File: config.mk
export PLATFORM = sky130hd
export DESIGN_NAME = bus_ctrl_flat
export DESIGN_NICKNAME = d
export VERILOG_FILES = /design/src/soc_bus_pkg.sv /design/src/soc_dev_pkg.sv /design/src/dev_if.sv /design/src/bus_ctrl.sv /design/src/flat_wrapper.sv
export VERILOG_INCLUDE_DIRS = /design/src
export SDC_FILE = /design/constraint.sdc
export NUM_CORES = 1
export LEC_CHECK = 0
export BUFFER_PORTS_ARGS = -buffer_cell sky130_fd_sc_hd__buf_2
export CORE_AREA = 5 5 216 218
export DETAILED_ROUTE_END_ITERATION = 10
export DIE_AREA = 0 0 221 223
export GPL_TIMING_DRIVEN = 0
export SLEW_MARGIN = 20
export SYNTH_ARGS = -nofsm -noshare
export SYNTH_HDL_FRONTEND = slang
export SYNTH_SLANG_ARGS = --single-unit
File: constraint.sdc
create_clock -name CLOCK_50 -period 8.5 [get_ports CLOCK_50]
set_clock_uncertainty 0.2 [all_clocks]
set_input_delay 2.125 -clock CLOCK_50 [delete_from_list [all_inputs] [get_ports CLOCK_50]]
set_output_delay 2.125 -clock CLOCK_50 [all_outputs]
set_load 0.005 [all_outputs]
File: src/soc_config.svh
`ifndef SOC_CONFIG_SVH
`define SOC_CONFIG_SVH

// ram window
`define RAM_BASE      32'h0000_1000
`define RAM_WORDS     1024
`define RAM_BYTES     (`RAM_WORDS * 4)

// sd sector window and its registers
`define SECTOR_BYTES  512
`define SD_BUF_BASE   32'h0000_2000
`define SD_ADDR_REG   32'h0000_2200
`define SD_START_REG  32'h0000_2208
`define SD_READY_REG  32'h0000_2210

// keyboard and console registers
`define KEY_ADDR      32'h0000_3000
`define TX_ADDR       32'h0000_3008

// console sink credits after reset
`define TX_CREDITS    4

`endif

File: src/soc_bus_pkg.sv
package soc_bus_pkg;

    // byte address on the master bus
    typedef logic [31:0] bus_addr_t;

    // load and store data, always 64 bits wide
    typedef logic [63:0] bus_data_t;

    // access width, master aligns to the size
    typedef enum logic [1:0] {
        size_byte   = 2'd0,
        size_half   = 2'd1,
        size_word   = 2'd2,
        size_double = 2'd3
    } access_size_t;

    // extension applied to narrow loads
    typedef enum logic {
        kind_signed   = 1'b0,
        kind_unsigned = 1'b1
    } load_kind_t;

endpackage

File: src/soc_dev_pkg.sv
package soc_dev_pkg;

    // target of the access currently in flight
    typedef enum logic [2:0] {
        dev_none     = 3'd0,
        dev_ram      = 3'd1,
        dev_key      = 3'd2,
        dev_tx       = 3'd3,
        dev_sd_addr  = 3'd4,
        dev_sd_start = 3'd5,
        dev_sd_ready = 3'd6,
        dev_sd_buf   = 3'd7
    } dev_sel_t;

    // keyboard codes, sd stream and console bytes
    typedef logic [7:0] byte_t;

endpackage

File: src/dev_if.sv
interface dev_if
    import soc_bus_pkg::*;
#(
    parameter type rdata_t = logic [31:0]
) ();

    logic         req;
    logic         we;
    // byte offset from the device base
    bus_addr_t    offset;
    access_size_t size;
    bus_data_t    wdata;
    // second word of a two-beat access
    logic         beat;
    rdata_t       rdata;
    logic         ack;

    modport ctrl (
        output req, we, offset, size, wdata, beat,
        input  rdata, ack
    );

    modport dev (
        input  req, we, offset, size, wdata, beat,
        output rdata, ack
    );

endinterface

File: src/bus_ctrl.sv
`include "soc_config.svh"

module bus_ctrl
    import soc_bus_pkg::*;
    import soc_dev_pkg::*;
(
    input  logic         CLOCK_50,
    input  logic         KEY0,
    input  bus_addr_t    bus_addr,
    input  bus_data_t    bus_wdata,
    input  logic         bus_rd,
    input  logic         bus_wr,
    input  access_size_t bus_size,
    input  load_kind_t   bus_kind,
    output bus_data_t    bus_rdata,
    output logic         bus_done,
    dev_if.ctrl          ram,
    dev_if.ctrl          sdc,
    dev_if.ctrl          con
);

    typedef enum logic [1:0] {
        st_idle,
        st_beat0,
        st_beat1,
        st_wait
    } state_t;

    state_t       state;
    bus_addr_t    addr_q;
    bus_data_t    wdata_q;
    access_size_t size_q;
    load_kind_t   kind_q;
    logic         we_q;
    dev_sel_t     sel_q;
    logic [31:0]  lo_q;

    logic         accept;
    logic         beat_active;
    logic         two_beat;
    logic         sd_sel;
    logic         con_sel;
    logic         dev_ack;
    bus_data_t    sd_group;
    bus_data_t    result;

    function automatic dev_sel_t decode(input bus_addr_t a);
        if (a >= `RAM_BASE && a < `RAM_BASE + `RAM_BYTES) begin
            return dev_ram;
        end else if (a >= `SD_BUF_BASE && a < `SD_BUF_BASE + `SECTOR_BYTES) begin
            return dev_sd_buf;
        end else if (a == `KEY_ADDR) begin
            return dev_key;
        end else if (a == `TX_ADDR) begin
            return dev_tx;
        end else if (a == `SD_ADDR_REG) begin
            return dev_sd_addr;
        end else if (a == `SD_START_REG) begin
            return dev_sd_start;
        end else if (a == `SD_READY_REG) begin
            return dev_sd_ready;
        end
        return dev_none;
    endfunction

    // raw holds the addressed lane in its low bits
    function automatic bus_data_t extend(input bus_data_t raw, input access_size_t sz,
                                         input load_kind_t kind);
        logic sgn;
        sgn = (kind == kind_signed);
        case (sz)
            size_byte: return {{56{sgn & raw[7]}}, raw[7:0]};
            size_half: return {{48{sgn & raw[15]}}, raw[15:0]};
            size_word: return {{32{sgn & raw[31]}}, raw[31:0]};
            default:   return raw;
        endcase
    endfunction

    assign accept      = bus_done && (bus_rd || bus_wr);
    assign beat_active = (state == st_beat0) || (state == st_beat1);
    assign two_beat    = (sel_q == dev_ram) && (size_q == size_double);
    assign sd_sel      = sel_q inside {dev_sd_addr, dev_sd_start, dev_sd_ready, dev_sd_buf};
    assign con_sel     = (sel_q == dev_key) || (sel_q == dev_tx);
    assign sd_group    = sdc.rdata;

    // one req cycle per beat; console req stays up until it acks
    assign ram.req = beat_active && (sel_q == dev_ram);
    assign sdc.req = beat_active && sd_sel;
    assign con.req = con_sel && ((state == st_beat0) || (state == st_wait && !con.ack));

    assign ram.beat = (state == st_beat1);
    assign sdc.beat = 1'b0;
    assign con.beat = 1'b0;

    assign ram.we = we_q;
    assign sdc.we = we_q;
    assign con.we = we_q;

    assign ram.size = size_q;
    assign sdc.size = size_q;
    assign con.size = size_q;

    assign ram.wdata = wdata_q;
    assign sdc.wdata = wdata_q;
    assign con.wdata = wdata_q;

    assign ram.offset = addr_q - `RAM_BASE;
    assign sdc.offset = addr_q - `SD_BUF_BASE;
    assign con.offset = addr_q - `KEY_ADDR;

    always_comb begin
        case (sel_q)
            dev_none:        dev_ack = 1'b1;
            dev_ram:         dev_ack = ram.ack;
            dev_key, dev_tx: dev_ack = con.ack;
            default:         dev_ack = sdc.ack;
        endcase
    end

    always_comb begin
        result = '0;
        case (sel_q)
            dev_none: result = '0;
            dev_ram: begin
                if (size_q == size_double) begin
                    result = {ram.rdata, lo_q};
                end else begin
                    result = extend(bus_data_t'(ram.rdata >> {addr_q[1:0], 3'b000}),
                                    size_q, kind_q);
                end
            end
            // key code is returned zero-extended
            dev_key, dev_tx: result = bus_data_t'(con.rdata);
            default: result = extend(sd_group >> {addr_q[2:0], 3'b000}, size_q, kind_q);
        endcase
    end

    always_ff @(posedge CLOCK_50 or negedge KEY0) begin
        if (!KEY0) begin
            state    <= st_idle;
            bus_done <= 1'b1;
        end else begin
            case (state)
                st_idle: begin
                    if (accept) begin
                        state    <= st_beat0;
                        bus_done <= 1'b0;
                    end
                end
                st_beat0: state <= two_beat ? st_beat1 : st_wait;
                st_beat1: state <= st_wait;
                st_wait: begin
                    if (dev_ack) begin
                        state    <= st_idle;
                        bus_done <= 1'b1;
                    end
                end
                default: state <= st_idle;
            endcase
        end
    end

    always_ff @(posedge CLOCK_50) begin
        if (state == st_idle && accept) begin
            addr_q  <= bus_addr;
            wdata_q <= bus_wdata;
            size_q  <= bus_size;
            kind_q  <= bus_kind;
            we_q    <= bus_wr;
            sel_q   <= decode(bus_addr);
        end
        // low word of a doubleword arrives while beat1 is on the bus
        if (state == st_beat1) begin
            lo_q <= ram.rdata;
        end
        if (state == st_wait && dev_ack && !we_q) begin
            bus_rdata <= result;
        end
    end

endmodule

File: src/flat_wrapper.sv
// flat-port wrapper written by rule: the top's interface ports become plain ports
module bus_ctrl_flat import soc_bus_pkg::*; import soc_dev_pkg::*;
  (CLOCK_50, KEY0, bus_addr, bus_wdata, bus_rd, bus_wr, bus_size, bus_kind, bus_rdata, bus_done, ram_req, ram_we, ram_offset, ram_size, ram_wdata, ram_beat, ram_rdata, ram_ack, sdc_req, sdc_we, sdc_offset, sdc_size, sdc_wdata, sdc_beat, sdc_rdata, sdc_ack, con_req, con_we, con_offset, con_size, con_wdata, con_beat, con_rdata, con_ack);
  dev_if ram_i ();
  dev_if sdc_i ();
  dev_if con_i ();
  input  logic CLOCK_50;
  input  logic KEY0;
  input  bus_addr_t bus_addr;
  input  bus_data_t bus_wdata;
  input  logic bus_rd;
  input  logic bus_wr;
  input  access_size_t bus_size;
  input  load_kind_t bus_kind;
  output bus_data_t bus_rdata;
  output logic bus_done;
  output wire logic [$bits(ram_i.req)-1:0] ram_req;
  output wire logic [$bits(ram_i.we)-1:0] ram_we;
  output wire logic [$bits(ram_i.offset)-1:0] ram_offset;
  output wire logic [$bits(ram_i.size)-1:0] ram_size;
  output wire logic [$bits(ram_i.wdata)-1:0] ram_wdata;
  output wire logic [$bits(ram_i.beat)-1:0] ram_beat;
  input wire logic [$bits(ram_i.rdata)-1:0] ram_rdata;
  input wire logic [$bits(ram_i.ack)-1:0] ram_ack;
  output wire logic [$bits(sdc_i.req)-1:0] sdc_req;
  output wire logic [$bits(sdc_i.we)-1:0] sdc_we;
  output wire logic [$bits(sdc_i.offset)-1:0] sdc_offset;
  output wire logic [$bits(sdc_i.size)-1:0] sdc_size;
  output wire logic [$bits(sdc_i.wdata)-1:0] sdc_wdata;
  output wire logic [$bits(sdc_i.beat)-1:0] sdc_beat;
  input wire logic [$bits(sdc_i.rdata)-1:0] sdc_rdata;
  input wire logic [$bits(sdc_i.ack)-1:0] sdc_ack;
  output wire logic [$bits(con_i.req)-1:0] con_req;
  output wire logic [$bits(con_i.we)-1:0] con_we;
  output wire logic [$bits(con_i.offset)-1:0] con_offset;
  output wire logic [$bits(con_i.size)-1:0] con_size;
  output wire logic [$bits(con_i.wdata)-1:0] con_wdata;
  output wire logic [$bits(con_i.beat)-1:0] con_beat;
  input wire logic [$bits(con_i.rdata)-1:0] con_rdata;
  input wire logic [$bits(con_i.ack)-1:0] con_ack;
  assign ram_req = ram_i.req;
  assign ram_we = ram_i.we;
  assign ram_offset = ram_i.offset;
  assign ram_size = ram_i.size;
  assign ram_wdata = ram_i.wdata;
  assign ram_beat = ram_i.beat;
  assign ram_i.rdata = ram_rdata;
  assign ram_i.ack = ram_ack;
  assign sdc_req = sdc_i.req;
  assign sdc_we = sdc_i.we;
  assign sdc_offset = sdc_i.offset;
  assign sdc_size = sdc_i.size;
  assign sdc_wdata = sdc_i.wdata;
  assign sdc_beat = sdc_i.beat;
  assign sdc_i.rdata = sdc_rdata;
  assign sdc_i.ack = sdc_ack;
  assign con_req = con_i.req;
  assign con_we = con_i.we;
  assign con_offset = con_i.offset;
  assign con_size = con_i.size;
  assign con_wdata = con_i.wdata;
  assign con_beat = con_i.beat;
  assign con_i.rdata = con_rdata;
  assign con_i.ack = con_ack;
  bus_ctrl u_core (.CLOCK_50(CLOCK_50), .KEY0(KEY0), .bus_addr(bus_addr), .bus_wdata(bus_wdata), .bus_rd(bus_rd), .bus_wr(bus_wr), .bus_size(bus_size), .bus_kind(bus_kind), .bus_rdata(bus_rdata), .bus_done(bus_done), .ram(ram_i), .sdc(sdc_i), .con(con_i));
endmodule
* Word-level counts from Yosys, hierarchy flattened
Cells that the tools add are included.
** Word-level totals
- Register bits :: 202
- Bits of input ports :: 202
- Output and inout port bits :: 368
- Word-level logic and storage cells :: 101
** Cells by class
- Add/sub/neg operators :: 3
- $lt $le $gt $ge :: 4
- Eq/ne operators :: 20
- Shift operators :: 2
- Mux-type cells :: 27
- Bitwise logic cells :: 8
- Reduce and logical (&&, ||, !) cells :: 26
** Operators with widths (count)
- case mux 64 bit (3 select lines) :: 3
- == test 32 x 14 -> 1 bit, second input constant :: 5
- less-than comparator 32 x 14 -> 1 bit, second input constant :: 2
- two-way mux 64 bit :: 1
- >> shifter 32 x 5 -> 64 bit :: 1
- >> shifter 32 x 6 -> 64 bit :: 1
- subtractor 32 x 14 -> 32 bit, second input constant :: 2
- >= comparator 32 x 13 -> 1 bit, second input constant :: 1
- >= comparator 32 x 14 -> 1 bit, second input constant :: 1
- subtractor 32 x 13 -> 32 bit, second input constant :: 1
- two-way mux 3 bit :: 6
- == test 3 bit, second input constant :: 4
- two-way mux 1 bit :: 12
- logical AND 1 bit :: 11
- == test 2 bit, second input constant :: 4
- case mux 2 bit (4 select lines) :: 1
- AND 1 bit :: 6
- == test 3 x 2 -> 1 bit, second input constant :: 2
- == test 2 x 1 -> 1 bit, second input constant :: 2
- logical NOT 2 bit :: 2
- logical OR 1 bit :: 4
- two-way mux 2 bit :: 2
- inequality test 2 x 1 -> 1 bit, second input constant :: 2
- nonzero test 4 bit :: 1
- 10 further kinds :: 13

* Longest topological paths before layout
Gate-level depths: netlist of the first run.
- Word-level depth :: 11
- Depth in mapped cells :: 9

* Least setup slack after synthesis of the first run
OpenSTA, ideal clock, no wires.
- Kind :: input-to-reg
- From :: input bus_wr
- To :: register u_core.addr_q[0] (enable)
- Library setup time :: 566 ps
- Data arrival time :: 6520 ps
- Slack :: 1215 ps
- Cell stages on the path :: 2
- Buffers on the path :: 0
- Cells stage by stage :: o21ai_0 nor2_1
** On the way
- Word-level cells in the longest chain between the ends :: 3
** RTL lines
- start, declared :: line flat_wrapper.sv:12 : input logic bus_wr;
- logical OR 1 bit :: line bus_ctrl.sv:79 : assign accept = bus_done && (bus_rd || bus_wr);
- logical AND 1 bit :: line bus_ctrl.sv:79
- logical AND 1 bit :: line bus_ctrl.sv:164 : if (state == st_idle && accept) begin
- end signal, assigned :: line bus_ctrl.sv:165 : addr_q <= bus_addr;
- end, declared :: line bus_ctrl.sv:30 : bus_addr_t addr_q;
Every way passes these cells.
A chain may end at the register's enable or synchronous reset.

* Worst setup path after layout of the first run
- From :: register u_core.addr_q[14]
- To :: output con_offset[31]
** On the way
- Word-level cells in the longest chain between the ends :: 1
** RTL lines
- subtractor 32 x 14 -> 32 bit (no line)
- end, declared :: line flat_wrapper.sv:35 : output wire logic [$bits(con_i.offset)-1:0] con_offset;
Every way passes these cells.

==> results of run 1 <==
## worst paths after layout
kind,startpoint,to
min,u_core.bus_done$_DFFE_PN1P_,u_core.bus_done$_DFFE_PN1P_
max,u_core.addr_q[14]$_DFFE_PP_,con_offset[31]
min reg2reg,u_core.bus_done$_DFFE_PN1P_,u_core.bus_done$_DFFE_PN1P_
max reg2reg,u_core.addr_q[0]$_DFFE_PP_,u_core.bus_rdata[42]$_DFFE_PP_
max in group asynchronous,KEY0,u_core.bus_done$_DFFE_PN1P_
min in group asynchronous,KEY0,u_core.state[0]$_DFFE_PN0P_
## cell families (layout without fill, tap and decap cells)
group / Yosys count / count (layout) / synth area share, %
buf+inv: 248 / 869 / 14.7
simple gates: 231 / 231 / 10.3
flops: 202 / 202 / 54.5
compound gates: 197 / 197 / 11.1
xor+xnor: 54 / 54 / 4.26
mux: 41 / 41 / 4.01
fa+ha+maj: 10 / 10 / 1.10
other cells: 1 / 3 / 0.0338
## layer usage
metal	track usage [%]	vias up	wire [um]	part of all wire, %
met3	5.26	102	4230	7.8
met5	0	-	58	0.11
met2	34.3	575	25800	48
met4	5.32	12	1660	3.1
li1	-	4580	-	-
met1	26.5	4980	22500	41
## sequential cells by signal (all words and copies together) (netlist names)
name              count
u_core.sel_q          3
u_core.con.wdata     64
u_core.con.size       2
u_core.lo_q          32
u_core.con.we         1
u_core.state          2
u_core.kind_q         1
u_core.bus_rdata     64
u_core.addr_q        32
u_core.bus_done       1
## final cells by class
cell class,count,area [um2]
antenna,1,2.50
buffer,235,1590
clock buffer,30,666
clock inverter,17,190
fill,4632,29000
inverter,13,48.8
multi-input combinational,535,3440
sequential,202,6050
tap,600,751
timing repair buffer,574,2990
## synth_stat cells, drive strengths merged (3+ instances only)
master,count
nor4,14
a221oi,6
buf,192
inv,12
clkbuf,43
nor2b,19
o21ai,67
a31oi,3
a211oi,14
a22oi,21
xor2,19
mux2,8
mux2i,31
edfxtp,199
and2,16
nor2,69
xnor2,35
a21oi,54
nor4b,3
nor3b,7
nand2,67
a32oi,7
o221ai,16
nand3,16
ha,9
nor3,7
## through the flow
step / util (%) / cells / cell area, um2
after floorplan: - / 985 / 11100
after global placement: 32.9 / 2152 / 14700
after detailed placement: 33.3 / 2159 / 14900
after CTS: 35.2 / 2206 / 15700
after global routing: 35.2 / 2206 / 15700
final: 35.2 / 2207 / 15700
## power by group through the flow
| stage | logic (mW) | registers, mW | clock network [mW] |
|---|---|---|---|
| floorplan | 0.702 | 1.50 | 0 |
| global placement | 1.33 | 1.60 | 0 |
| detailed placement | 1.40 | 1.55 | 0 |
| CTS | 1.40 | 1.54 | 1.16 |
| global route | 1.49 | 1.55 | 1.21 |
| finish | 1.39 | 1.54 | 1.13 |
## worst max-delay path, stage by stage (launching register included)
cell and delay [ps]:
sky130_fd_sc_hd__edfxtp_1 320, sky130_fd_sc_hd__clkbuf_1 420, sky130_fd_sc_hd__inv_1 170, sky130_fd_sc_hd__ha_1 210, sky130_fd_sc_hd__a21oi_1 200, sky130_fd_sc_hd__nor3b_1 550
sky130_fd_sc_hd__and2_0 200, sky130_fd_sc_hd__buf_2 160, sky130_fd_sc_hd__nand3_1 110, sky130_fd_sc_hd__xnor2_1 210, sky130_fd_sc_hd__buf_2 140
==> impl_table.tex, run 1 <==
\begin{tabular}{lr}
\hline
Metric & Value \\
\hline
\multicolumn{2}{l}{\textbf{Outcome}} \\
Status & completed \\
\multicolumn{2}{l}{\textbf{GRT}} \\
Maximum number of pins on one net before global-route repair & 29 \\
Number of antenna violations at the first check in global routing & 14 \\
Leftover overflow at the end of global routing & 0 \\
Global-route wire length before repair & roughly 75 mm \\
Vias in the first global route & approximately 10000 \\
Overall Global Routing Usage & between 20\% and 30\% \\
\multicolumn{2}{l}{\textbf{Setup path}} \\
Largest fanout on the critical path & 9 \\
Critical Path End Type & primary output \\
Logic depth of the worst register-to-register path & 7 \\
Data arrival, critical path & approximately 3200 ps \\
Reg2Reg Setup Slack & 4970 ps \\
Class of the most critical setup path & flip-flop to primary output \\
Setup crit start kind & flip-flop \\
Worst EP required & 6180 ps \\
\multicolumn{2}{l}{\textbf{Floorplanning}} \\
Floorplan die area & 0.0493 mm2 \\
Cell Rows & 78 \\
Die outline width & 221 um \\
Core ar. & 0.0447 mm2 \\
Number of top-level design ports & 570 \\
Die H & between 200 and 250 um \\
Initial standard-cell utilization of the core & between 20\% and 30\% \\
\multicolumn{2}{l}{\textbf{Pwr}} \\
Maximum VDD drop & 0.000133 V \\
Cell leakage power & 6.88 nW \\
Switching Power & 1.39 mW \\
Power consumption & approximately 4.1 mW \\
Part of the power in combinational logic & 34.3\% \\
Pwr Density & 258 mW/mm2 \\
Switching Share & about a third \\
Cell-internal power & roughly 2.7 mW \\
Relative contribution of sequential cells to total power & 37.9\% \\
Clock share of power & between 20 and 30\% \\
\multicolumn{2}{l}{\textbf{STA}} \\
Final total negative setup slack & 0 ps \\
Slew HR & 44.3\% \\
Min Hold Slack & 329 ps \\
Top achievable clock speed & 0.180 GHz \\
Final setup vio count & 0 \\
Crit path setup slack, layout & around 2900 ps \\
Crit path time final & 5570 ps \\
Actual transition at the worst max-transition pin & 834 ps \\
Fin. Hold Viols & 0 \\
Final Max Slew Viols & 0 \\
RSZ-0062 raised after global routing & false \\
Period utilization & 65.5\% \\
\multicolumn{2}{l}{\textbf{Placed design}} \\
DP Worst Slack & 3500 ps \\
RePlAce Congestion & 1.04 \\
Buffers added on ports & between 500 and 600 \\
Final HPWL from detailed placement & between 40 and 50 mm \\
\multicolumn{2}{l}{\textbf{Hold path}} \\
Hold crit path type & flip-flop to flip-flop \\
Hold path cells & 2 \\
\multicolumn{2}{l}{\textbf{Synth}} \\
Share of flip-flops with an asynchronous set or reset after synthesis & approximately 1.5\% \\
Mapped Cells & just under 1000 \\
Sequential cell area fraction in the yosys report & 54.5\% \\
Cell Area, Synth & 0.0111 mm2 \\
Largest cells by area after synthesis & sky130\_fd\_sc\_hd\_\_edfxtp\_1, sky130\_fd\_sc\_hd\_\_buf\_4, sky130\_fd\_sc\_hd\_\_mux2i\_1, sky130\_fd\_sc\_hd\_\_xnor2\_1, sky130\_fd\_sc\_hd\_\_a21oi\_1 \\
Avg Cell Area, Syn & 11.3 um2 \\
Top flip-flop cell by instance count after synthesis & sky130\_fd\_sc\_hd\_\_edfxtp\_1 \\
Synth Warn \# & 0 \\
Number of synthesized flops with an enable pin & 199 \\
Post-synth top area cell & sky130\_fd\_sc\_hd\_\_edfxtp\_1 \\
Number of flip-flops and latches in the synthesized netlist & 202 \\
Number of different library cells in the post-synthesis netlist & 61 \\
Area fraction of the dominant cell type after synthesis & 53.8\% \\
\multicolumn{2}{l}{\textbf{Run}} \\
Number of violations of the max-capacitance limit & 0 \\
\multicolumn{2}{l}{\textbf{Layout}} \\
Most used cells in the layout excluding fill and tap cells & sky130\_fd\_sc\_hd\_\_buf\_2, sky130\_fd\_sc\_hd\_\_edfxtp\_1, sky130\_fd\_sc\_hd\_\_buf\_4 \\
Relative area change from synthesis to final layout & 41.6\% \\
Number of nets in the layout & roughly 1800 \\
Most common cell after layout, fill and taps aside & sky130\_fd\_sc\_hd\_\_buf\_2 \\
Fraction of final layout cells sized beyond drive strength 1 & 51.1\% \\
\multicolumn{2}{l}{\textbf{CTS}} \\
Inserted Clock Buffers & 26 \\
TritonCTS clock tree & built \\
Post-CTS Hold Fix Bufs & 0 \\
Gates resized, CTS repair & 0 \\
Setup bufs post-CTS & 0 \\
Latest clock arrival within the worst-skew pair & 560 ps \\
\# H-tree levels & 1 \\
Number of buffers between clock root and the deepest sink & 3 \\
Sinks on Clock Net & 202 \\
Buffer type at the clock tree root & sky130\_fd\_sc\_hd\_\_clkbuf\_16 \\
CTS clock-pin slew for the worst setup and hold paths & 60 ps \\
\multicolumn{2}{l}{\textbf{Detailed routing}} \\
Routed via count & approximately 10000 \\
Number of design-rule violations left by the first detailed-router iteration & between 800 and 900 \\
Antenna Nets Post-Route & 0 \\
Routed wire per std cell & 24.6 um \\
First drt pass iteration count & 5 \\
Number of vias per cell & 4.64 \\
DRC violation count after routing & 0 \\
Final Routed Wirelength & 54.3 mm \\
\hline
\end{tabular}
Power figures use the tool's default switching activity.
==> run 2: changes to the inputs <==
clock period = 5.5 ns   (was 8.5 ns; I/O delays follow)
==> run 2 against run 1 <==
Against the previous run:
- sequential share of layout area up 0.080 points
- clock power up 46%
- highest routed layer unchanged
- wire length up 1.1%
- critical endpoint is now ram_offset[29]
- flip-flop and latch count unchanged
- largest power group unchanged
==> impl_table.tex, run 2 (synthesis results as in run 1) <==
\begin{tabular}{lr}
\hline
Metric & Value \\
\hline
\multicolumn{2}{l}{\textbf{CTS}} \\
Number of buffers between clock root and the deepest sink & 3 \\
Post-CTS Hold Fix Bufs & 0 \\
\# H-tree levels & 1 \\
Latest clock arrival within the worst-skew pair & approximately 550 ps \\
Sinks on Clock Net & 202 \\
Gates resized, CTS repair & 0 \\
Inserted Clock Buffers & 26 \\
Buffer type at the clock tree root & sky130\_fd\_sc\_hd\_\_clkbuf\_16 \\
CTS clock-pin slew for the worst setup and hold paths & 60 ps \\
Setup bufs post-CTS & 0 \\
TritonCTS clock tree & built \\
\multicolumn{2}{l}{\textbf{Layout}} \\
Antenna diodes & 0 \\
Fraction of final layout cells sized beyond drive strength 1 & 51.5\% \\
Most used cells in the layout excluding fill and tap cells & sky130\_fd\_sc\_hd\_\_buf\_2, sky130\_fd\_sc\_hd\_\_edfxtp\_1, sky130\_fd\_sc\_hd\_\_buf\_4 \\
Relative area change from synthesis to final layout & 41.3\% \\
Most common cell after layout, fill and taps aside & sky130\_fd\_sc\_hd\_\_buf\_2 \\
Number of nets in the layout & $\sim$1800 \\
Finished Cell Area & 0.0157 mm2 \\
Final core area utilization & 35.1\% \\
\multicolumn{2}{l}{\textbf{GRT}} \\
Vias in the first global route & 10300 \\
Overall Global Routing Usage & about a fifth \\
GRT met3 Usage & 5.70\% \\
Number of antenna violations at the first check in global routing & 8 \\
Maximum number of pins on one net before global-route repair & 29 \\
Global-route wire length before repair & around 76 mm \\
M1 GR Usage & a little over a quarter \\
Most utilized layer in the global route result & met2 \\
Met2 Use GR & 35.2\% \\
Leftover overflow at the end of global routing & 0 \\
\multicolumn{2}{l}{\textbf{Detailed routing}} \\
DRC violation count after routing & 0 \\
Number of design-rule violations left by the first detailed-router iteration & 929 \\
First drt pass iteration count & 5 \\
Number of vias per cell & $\sim$4.7 \\
Final Routed Wirelength & between 50 and 60 mm \\
Antenna Nets Post-Route & 0 \\
Routed via count & 10300 \\
Routed wire per std cell & between 20 and 25 um \\
\multicolumn{2}{l}{\textbf{STA}} \\
Top achievable clock speed & 0.206 GHz \\
Crit path time final & slightly below 5000 ps \\
Fin. Hold Viols & 0 \\
Final Max Slew Viols & 0 \\
Crit path setup slack, layout & approximately 650 ps \\
Period utilization & 88.1\% \\
Actual transition at the worst max-transition pin & $\sim$1100 ps \\
RSZ-0062 raised after global routing & false \\
Slew HR & 29.3\% \\
Final total negative setup slack & 0 ps \\
Final setup vio count & 0 \\
\multicolumn{2}{l}{\textbf{Floorplanning}} \\
Initial standard-cell utilization of the core & 24.9\% \\
Die outline width & 221 um \\
Number of top-level design ports & 570 \\
Cell Rows & 78 \\
Die H & 223 um \\
Core ar. & 0.0447 mm2 \\
Floorplan die area & 0.0493 mm2 \\
\multicolumn{2}{l}{\textbf{Setup path}} \\
Worst R2R End & u\_core.bus\_rdata[53]\$\_DFFE\_PP\_ \\
Buf+Inv Stages, Crit Path & 2 \\
Largest fanout on the critical path & 7 \\
Logic depth of the worst register-to-register path & 7 \\
Critical Path Max Stage Delay & 520 ps \\
RR Startpoint & u\_core.addr\_q[0]\$\_DFFE\_PP\_ \\
Cell type of the slowest stage on the worst timing path & sky130\_fd\_sc\_hd\_\_nor4b\_2 \\
Critical Path End Type & primary output \\
Class of the most critical setup path & flip-flop to primary output \\
Reg2Reg Setup Slack & 1990 ps \\
Crit-path leading delay family & simple AND/OR/NAND/NOR gates \\
Setup crit start kind & flip-flop \\
Data arrival, critical path & between 3000 and 4000 ps \\
Cells along the critical path & inv\_1, ha\_1, nor3b\_2, nand2\_1, nor4b\_2, nand3\_1, xnor2\_1, buf\_2 \\
Worst EP required & between 3000 and 4000 ps \\
\multicolumn{2}{l}{\textbf{Pwr}} \\
Maximum VDD drop & 0.000200 V \\
Cell leakage power & 6.86 nW \\
Pwr Density & 395 mW/mm2 \\
\multicolumn{2}{l}{\textbf{Placed design}} \\
DP Worst Slack & between 1000 and 1500 ps \\
Final HPWL from detailed placement & about 46 mm \\
Total placed instance area & 0.0149 mm2 \\
Buffers added on ports & between 500 and 600 \\
RePlAce Congestion & between 1 and 1.5 \\
\multicolumn{2}{l}{\textbf{Run}} \\
Number of violations of the max-capacitance limit & 0 \\
\multicolumn{2}{l}{\textbf{Hold path}} \\
Hold crit path type & flip-flop to flip-flop \\
Min-Delay Endpoint & u\_core.bus\_done\$\_DFFE\_PN1P\_ \\
Hold path cells & 2 \\
Min-delay src & u\_core.bus\_done\$\_DFFE\_PN1P\_ \\
\multicolumn{2}{l}{\textbf{Outcome}} \\
Status & completed \\
\hline
\end{tabular}
-- run 2: worst max path at each step --
stage                                     endpoint                   startpoint  cells after the start  slack, ps
CTS                                 ram_offset[29]  u_core.addr_q[13]$_DFFE_PP_                      8        630
global route                        con_offset[31]  u_core.addr_q[14]$_DFFE_PP_                     10        450
global placement    u_core.bus_rdata[56]$_DFFE_PP_                      ram_ack                      5      -1350
finish                              ram_offset[29]  u_core.addr_q[13]$_DFFE_PP_                      8        650
floorplan            u_core.bus_rdata[0]$_DFFE_PP_                      ram_ack                      4        150
detailed placement                  ram_offset[29]  u_core.addr_q[13]$_DFFE_PP_                      8       1230
-- run 2: cell type report --
class / instances / area (um2)
clock buffers: 28 / 658
flip-flops and latches: 202 / 6050
well taps: 600 / 751
plain buffers: 235 / 1590
clock inverters: 19 / 160
inverters: 13 / 48.8
multi-input cells: 535 / 3440
repair buffers: 574 / 3000
fillers: 4656 / 29000
-- run 2: layer usage --
metal	wire (um)	up-vias
li1	-	4575
met1	22700	5049
met2	26000	593
met3	4970	73
met4	1190	6
met5	37	-
-- run 2: tightest hold or removal path, cell delays in order, from the launching register on --
cell and delay (ps):
sky130_fd_sc_hd__dfstp_2 380, sky130_fd_sc_hd__o21ai_0 60, sky130_fd_sc_hd__o21ai_0 90
-- run 2: report_power, final --
part           internal [mW]  switching, mW  leakage [nW]  total, mW
clock                  0.926          0.727         0.393       1.65
combinational          0.991           1.19          4.56       2.18
sequential              2.10          0.270          1.91       2.37
-- run 2: stage by stage --
step | hold WS (ps) | cells | total power, mW
after floorplan | 295 | 985 | 3.39
after global placement | 303 | 2152 | 4.52
after detailed placement | 334 | 2159 | 4.59
after CTS | 343 | 2206 | 6.28
after global routing | 375 | 2206 | 6.52
final | 332 | 2206 | 6.20
==> run 3: changes to the inputs <==
PLACE_DENSITY = 0.57   (was unset)
SKIP_LAST_GASP = 1   (was unset)
SLEW_MARGIN = unset   (was 20)
==> run 3 against run 2 <==
Against the previous run:
- global-route usage shrank 0.48 points
- wire length shrank 1.9%
- combinational power shrank 3%
- critical endpoint is now con_offset[29]
- highest routed layer unchanged
- clock-buffer cell count grew 4
- utilization grew 0.059 points
- largest cell class unchanged
==> impl_table.tex, run 3 (synthesis results as in run 1) <==
\begin{tabular}{lr}
\hline
Metric & Value \\
\hline
\multicolumn{2}{l}{\textbf{CTS}} \\
\# H-tree levels & 1 \\
Post-CTS Hold Fix Bufs & 0 \\
Buffer type at the clock tree root & sky130\_fd\_sc\_hd\_\_clkbuf\_16 \\
CTS clock-pin slew for the worst setup and hold paths & around 60 ps \\
Inserted Clock Buffers & 27 \\
TritonCTS clock tree & built \\
Gates resized, CTS repair & 0 \\
Setup bufs post-CTS & 0 \\
Number of buffers between clock root and the deepest sink & 3 \\
Latest clock arrival within the worst-skew pair & 560 ps \\
Sinks on Clock Net & just over 200 \\
\multicolumn{2}{l}{\textbf{STA}} \\
Fin. Hold Viols & 0 \\
Crit path setup slack, layout & about 630 ps \\
Crit path time final & 4870 ps \\
Final Max Slew Viols & 0 \\
Actual transition at the worst max-transition pin & 938 ps \\
Top achievable clock speed & around 0.21 GHz \\
Slew HR & 37.4\% \\
Period utilization & between 80\% and 90\% \\
Final setup vio count & 0 \\
RSZ-0062 raised after global routing & false \\
\multicolumn{2}{l}{\textbf{Run}} \\
Number of violations of the max-capacitance limit & 0 \\
\multicolumn{2}{l}{\textbf{Floorplanning}} \\
Number of top-level design ports & 570 \\
Die outline width & 221 um \\
Cell Rows & a little under 80 \\
Floorplan die area & 0.0493 mm2 \\
Core ar. & 0.0447 mm2 \\
Initial standard-cell utilization of the core & 24.9\% \\
Die H & 223 um \\
\multicolumn{2}{l}{\textbf{Layout}} \\
Finished Cell Area & about 0.016 mm2 \\
Number of nets in the layout & 1797 \\
Non-filler instance count after layout & 2210 \\
Most used cells in the layout excluding fill and tap cells & sky130\_fd\_sc\_hd\_\_buf\_2, sky130\_fd\_sc\_hd\_\_edfxtp\_1, sky130\_fd\_sc\_hd\_\_buf\_4 \\
Final core area utilization & between 30\% and 40\% \\
Relative area change from synthesis to final layout & 41.6\% \\
Most common cell after layout, fill and taps aside & sky130\_fd\_sc\_hd\_\_buf\_2 \\
Fraction of final layout cells sized beyond drive strength 1 & 51.3\% \\
Number of filler instances in the final layout & roughly 4600 \\
\multicolumn{2}{l}{\textbf{GRT}} \\
Global-route wire length before repair & about 75 mm \\
Leftover overflow at the end of global routing & 0 \\
Maximum number of pins on one net before global-route repair & 35 \\
Vias in the first global route & 10100 \\
Overall Global Routing Usage & 20.4\% \\
Number of antenna violations at the first check in global routing & 8 \\
\multicolumn{2}{l}{\textbf{Setup path}} \\
Worst EP required & between 3000 and 4000 ps \\
Largest fanout on the critical path & 9 \\
Setup crit start kind & flip-flop \\
Class of the most critical setup path & flip-flop to primary output \\
Critical Path End Type & primary output \\
Data arrival, critical path & between 3000 and 4000 ps \\
\multicolumn{2}{l}{\textbf{Pwr}} \\
Cell leakage power & 6.87 nW \\
Pwr Density & 399 mW/mm2 \\
Power consumption & between 6 and 7 mW \\
Maximum VDD drop & 0.000201 V \\
\multicolumn{2}{l}{\textbf{Hold path}} \\
Hold crit path type & flip-flop to flip-flop \\
\multicolumn{2}{l}{\textbf{Detailed routing}} \\
Wl on met1 & 21.2 mm \\
Final Routed Wirelength & approximately 54 mm \\
Number of design-rule violations left by the first detailed-router iteration & 916 \\
Detailed route wirelength on metal2 & 25.2 mm \\
First drt pass iteration count & 5 \\
DRC violation count after routing & 0 \\
Antenna Nets Post-Route & 0 \\
Number of vias per cell & 4.63 \\
Routed wire per std cell & between 20 and 25 um \\
Top sig layer & met5 \\
Total length of routed met3 wires & 5.39 mm \\
Routed via count & between 10000 and 15000 \\
\multicolumn{2}{l}{\textbf{Outcome}} \\
Status & completed \\
\multicolumn{2}{l}{\textbf{Placed design}} \\
DP Worst Slack & 1170 ps \\
RePlAce Congestion & between 1 and 1.5 \\
Number of instances in the placed design & 2157 \\
Total placed instance area & $\sim$0.015 mm2 \\
Final HPWL from detailed placement & 44.6 mm \\
Buffers added on ports & 567 \\
\hline
\end{tabular}
[run 3: cell count changes in the layout (fill, tap and decap cells not counted), moves of 2 or more]
cell,previous run,this run
sky130_fd_sc_hd__buf_16,3,1
sky130_fd_sc_hd__bufinv_16,1,4
sky130_fd_sc_hd__inv_6,5,1
sky130_fd_sc_hd__clkbuf_1,45,48
sky130_fd_sc_hd__diode_2,0,4
[run 3: where the power goes]
group,switching [mW],internal [mW]
registers,0.267,2.10
clock network,0.701,1.09
logic,1.15,0.961
total,2.12,4.15
[run 3: layout make-up]
class | count | area (um2) | area share (%)
multi-input cells | 535 | 3440 | 21.9
clock inverters | 17 | 195 | 1.24
repair buffers | 572 | 2950 | 18.7
diodes | 4 | 10.0 | 0.0636
inverters | 13 | 48.8 | 0.310
clock buffers | 32 | 694 | 4.42
flip-flops and latches | 202 | 6050 | 38.5
well taps | 600 | 751 | 4.77
plain buffers | 235 | 1590 | 10.1
[run 3: per-layer routing]
layer | up-vias | track usage, %
li1 | 4578 | -
met1 | 4976 | 25.0
met2 | 578 | 33.5
met3 | 97 | 7.58
met4 | 6 | 6.54
met5 | - | 0
[run 3: worst max-delay path, stage by stage (launching register included)]
cell and delay [ps]:
sky130_fd_sc_hd__edfxtp_1 320, sky130_fd_sc_hd__clkbuf_1 430, sky130_fd_sc_hd__inv_1 170, sky130_fd_sc_hd__ha_1 220, sky130_fd_sc_hd__a21oi_1 220, sky130_fd_sc_hd__nor3b_1 530, sky130_fd_sc_hd__and2_0 200, sky130_fd_sc_hd__buf_2 160
sky130_fd_sc_hd__nand3_1 100, sky130_fd_sc_hd__xnor2_1 250, sky130_fd_sc_hd__buf_2 160
[run 3: path summary, 6_finish.rpt]
check | start | end | slack [ps] | cells past startpoint
max | u_core.addr_q[14]$_DFFE_PP_ | con_offset[29] | 630 | 10
min reg2reg | u_core.bus_done$_DFFE_PN1P_ | u_core.bus_done$_DFFE_PN1P_ | 320 | 2
min in group asynchronous | KEY0 | u_core.state[0]$_DFFE_PN0P_ | 430 | 1
min | u_core.bus_done$_DFFE_PN1P_ | u_core.bus_done$_DFFE_PN1P_ | 320 | 2
max in group asynchronous | KEY0 | u_core.bus_done$_DFFE_PN1P_ | 4490 | 1
max reg2reg | u_core.addr_q[0]$_DFFE_PP_ | u_core.bus_rdata[53]$_DFFE_PP_ | 1940 | 7
[run 3: metrics by stage]
| stage | hold WS (ps) | setup TNS (ps) |
|---|---|---|
| after floorplan | 295 | 0 |
| after global placement | 304 | -193700 |
| after detailed placement | 314 | 0 |
| after CTS | 322 | 0 |
| after global routing | 355 | 0 |
| final | 323 | 0 |
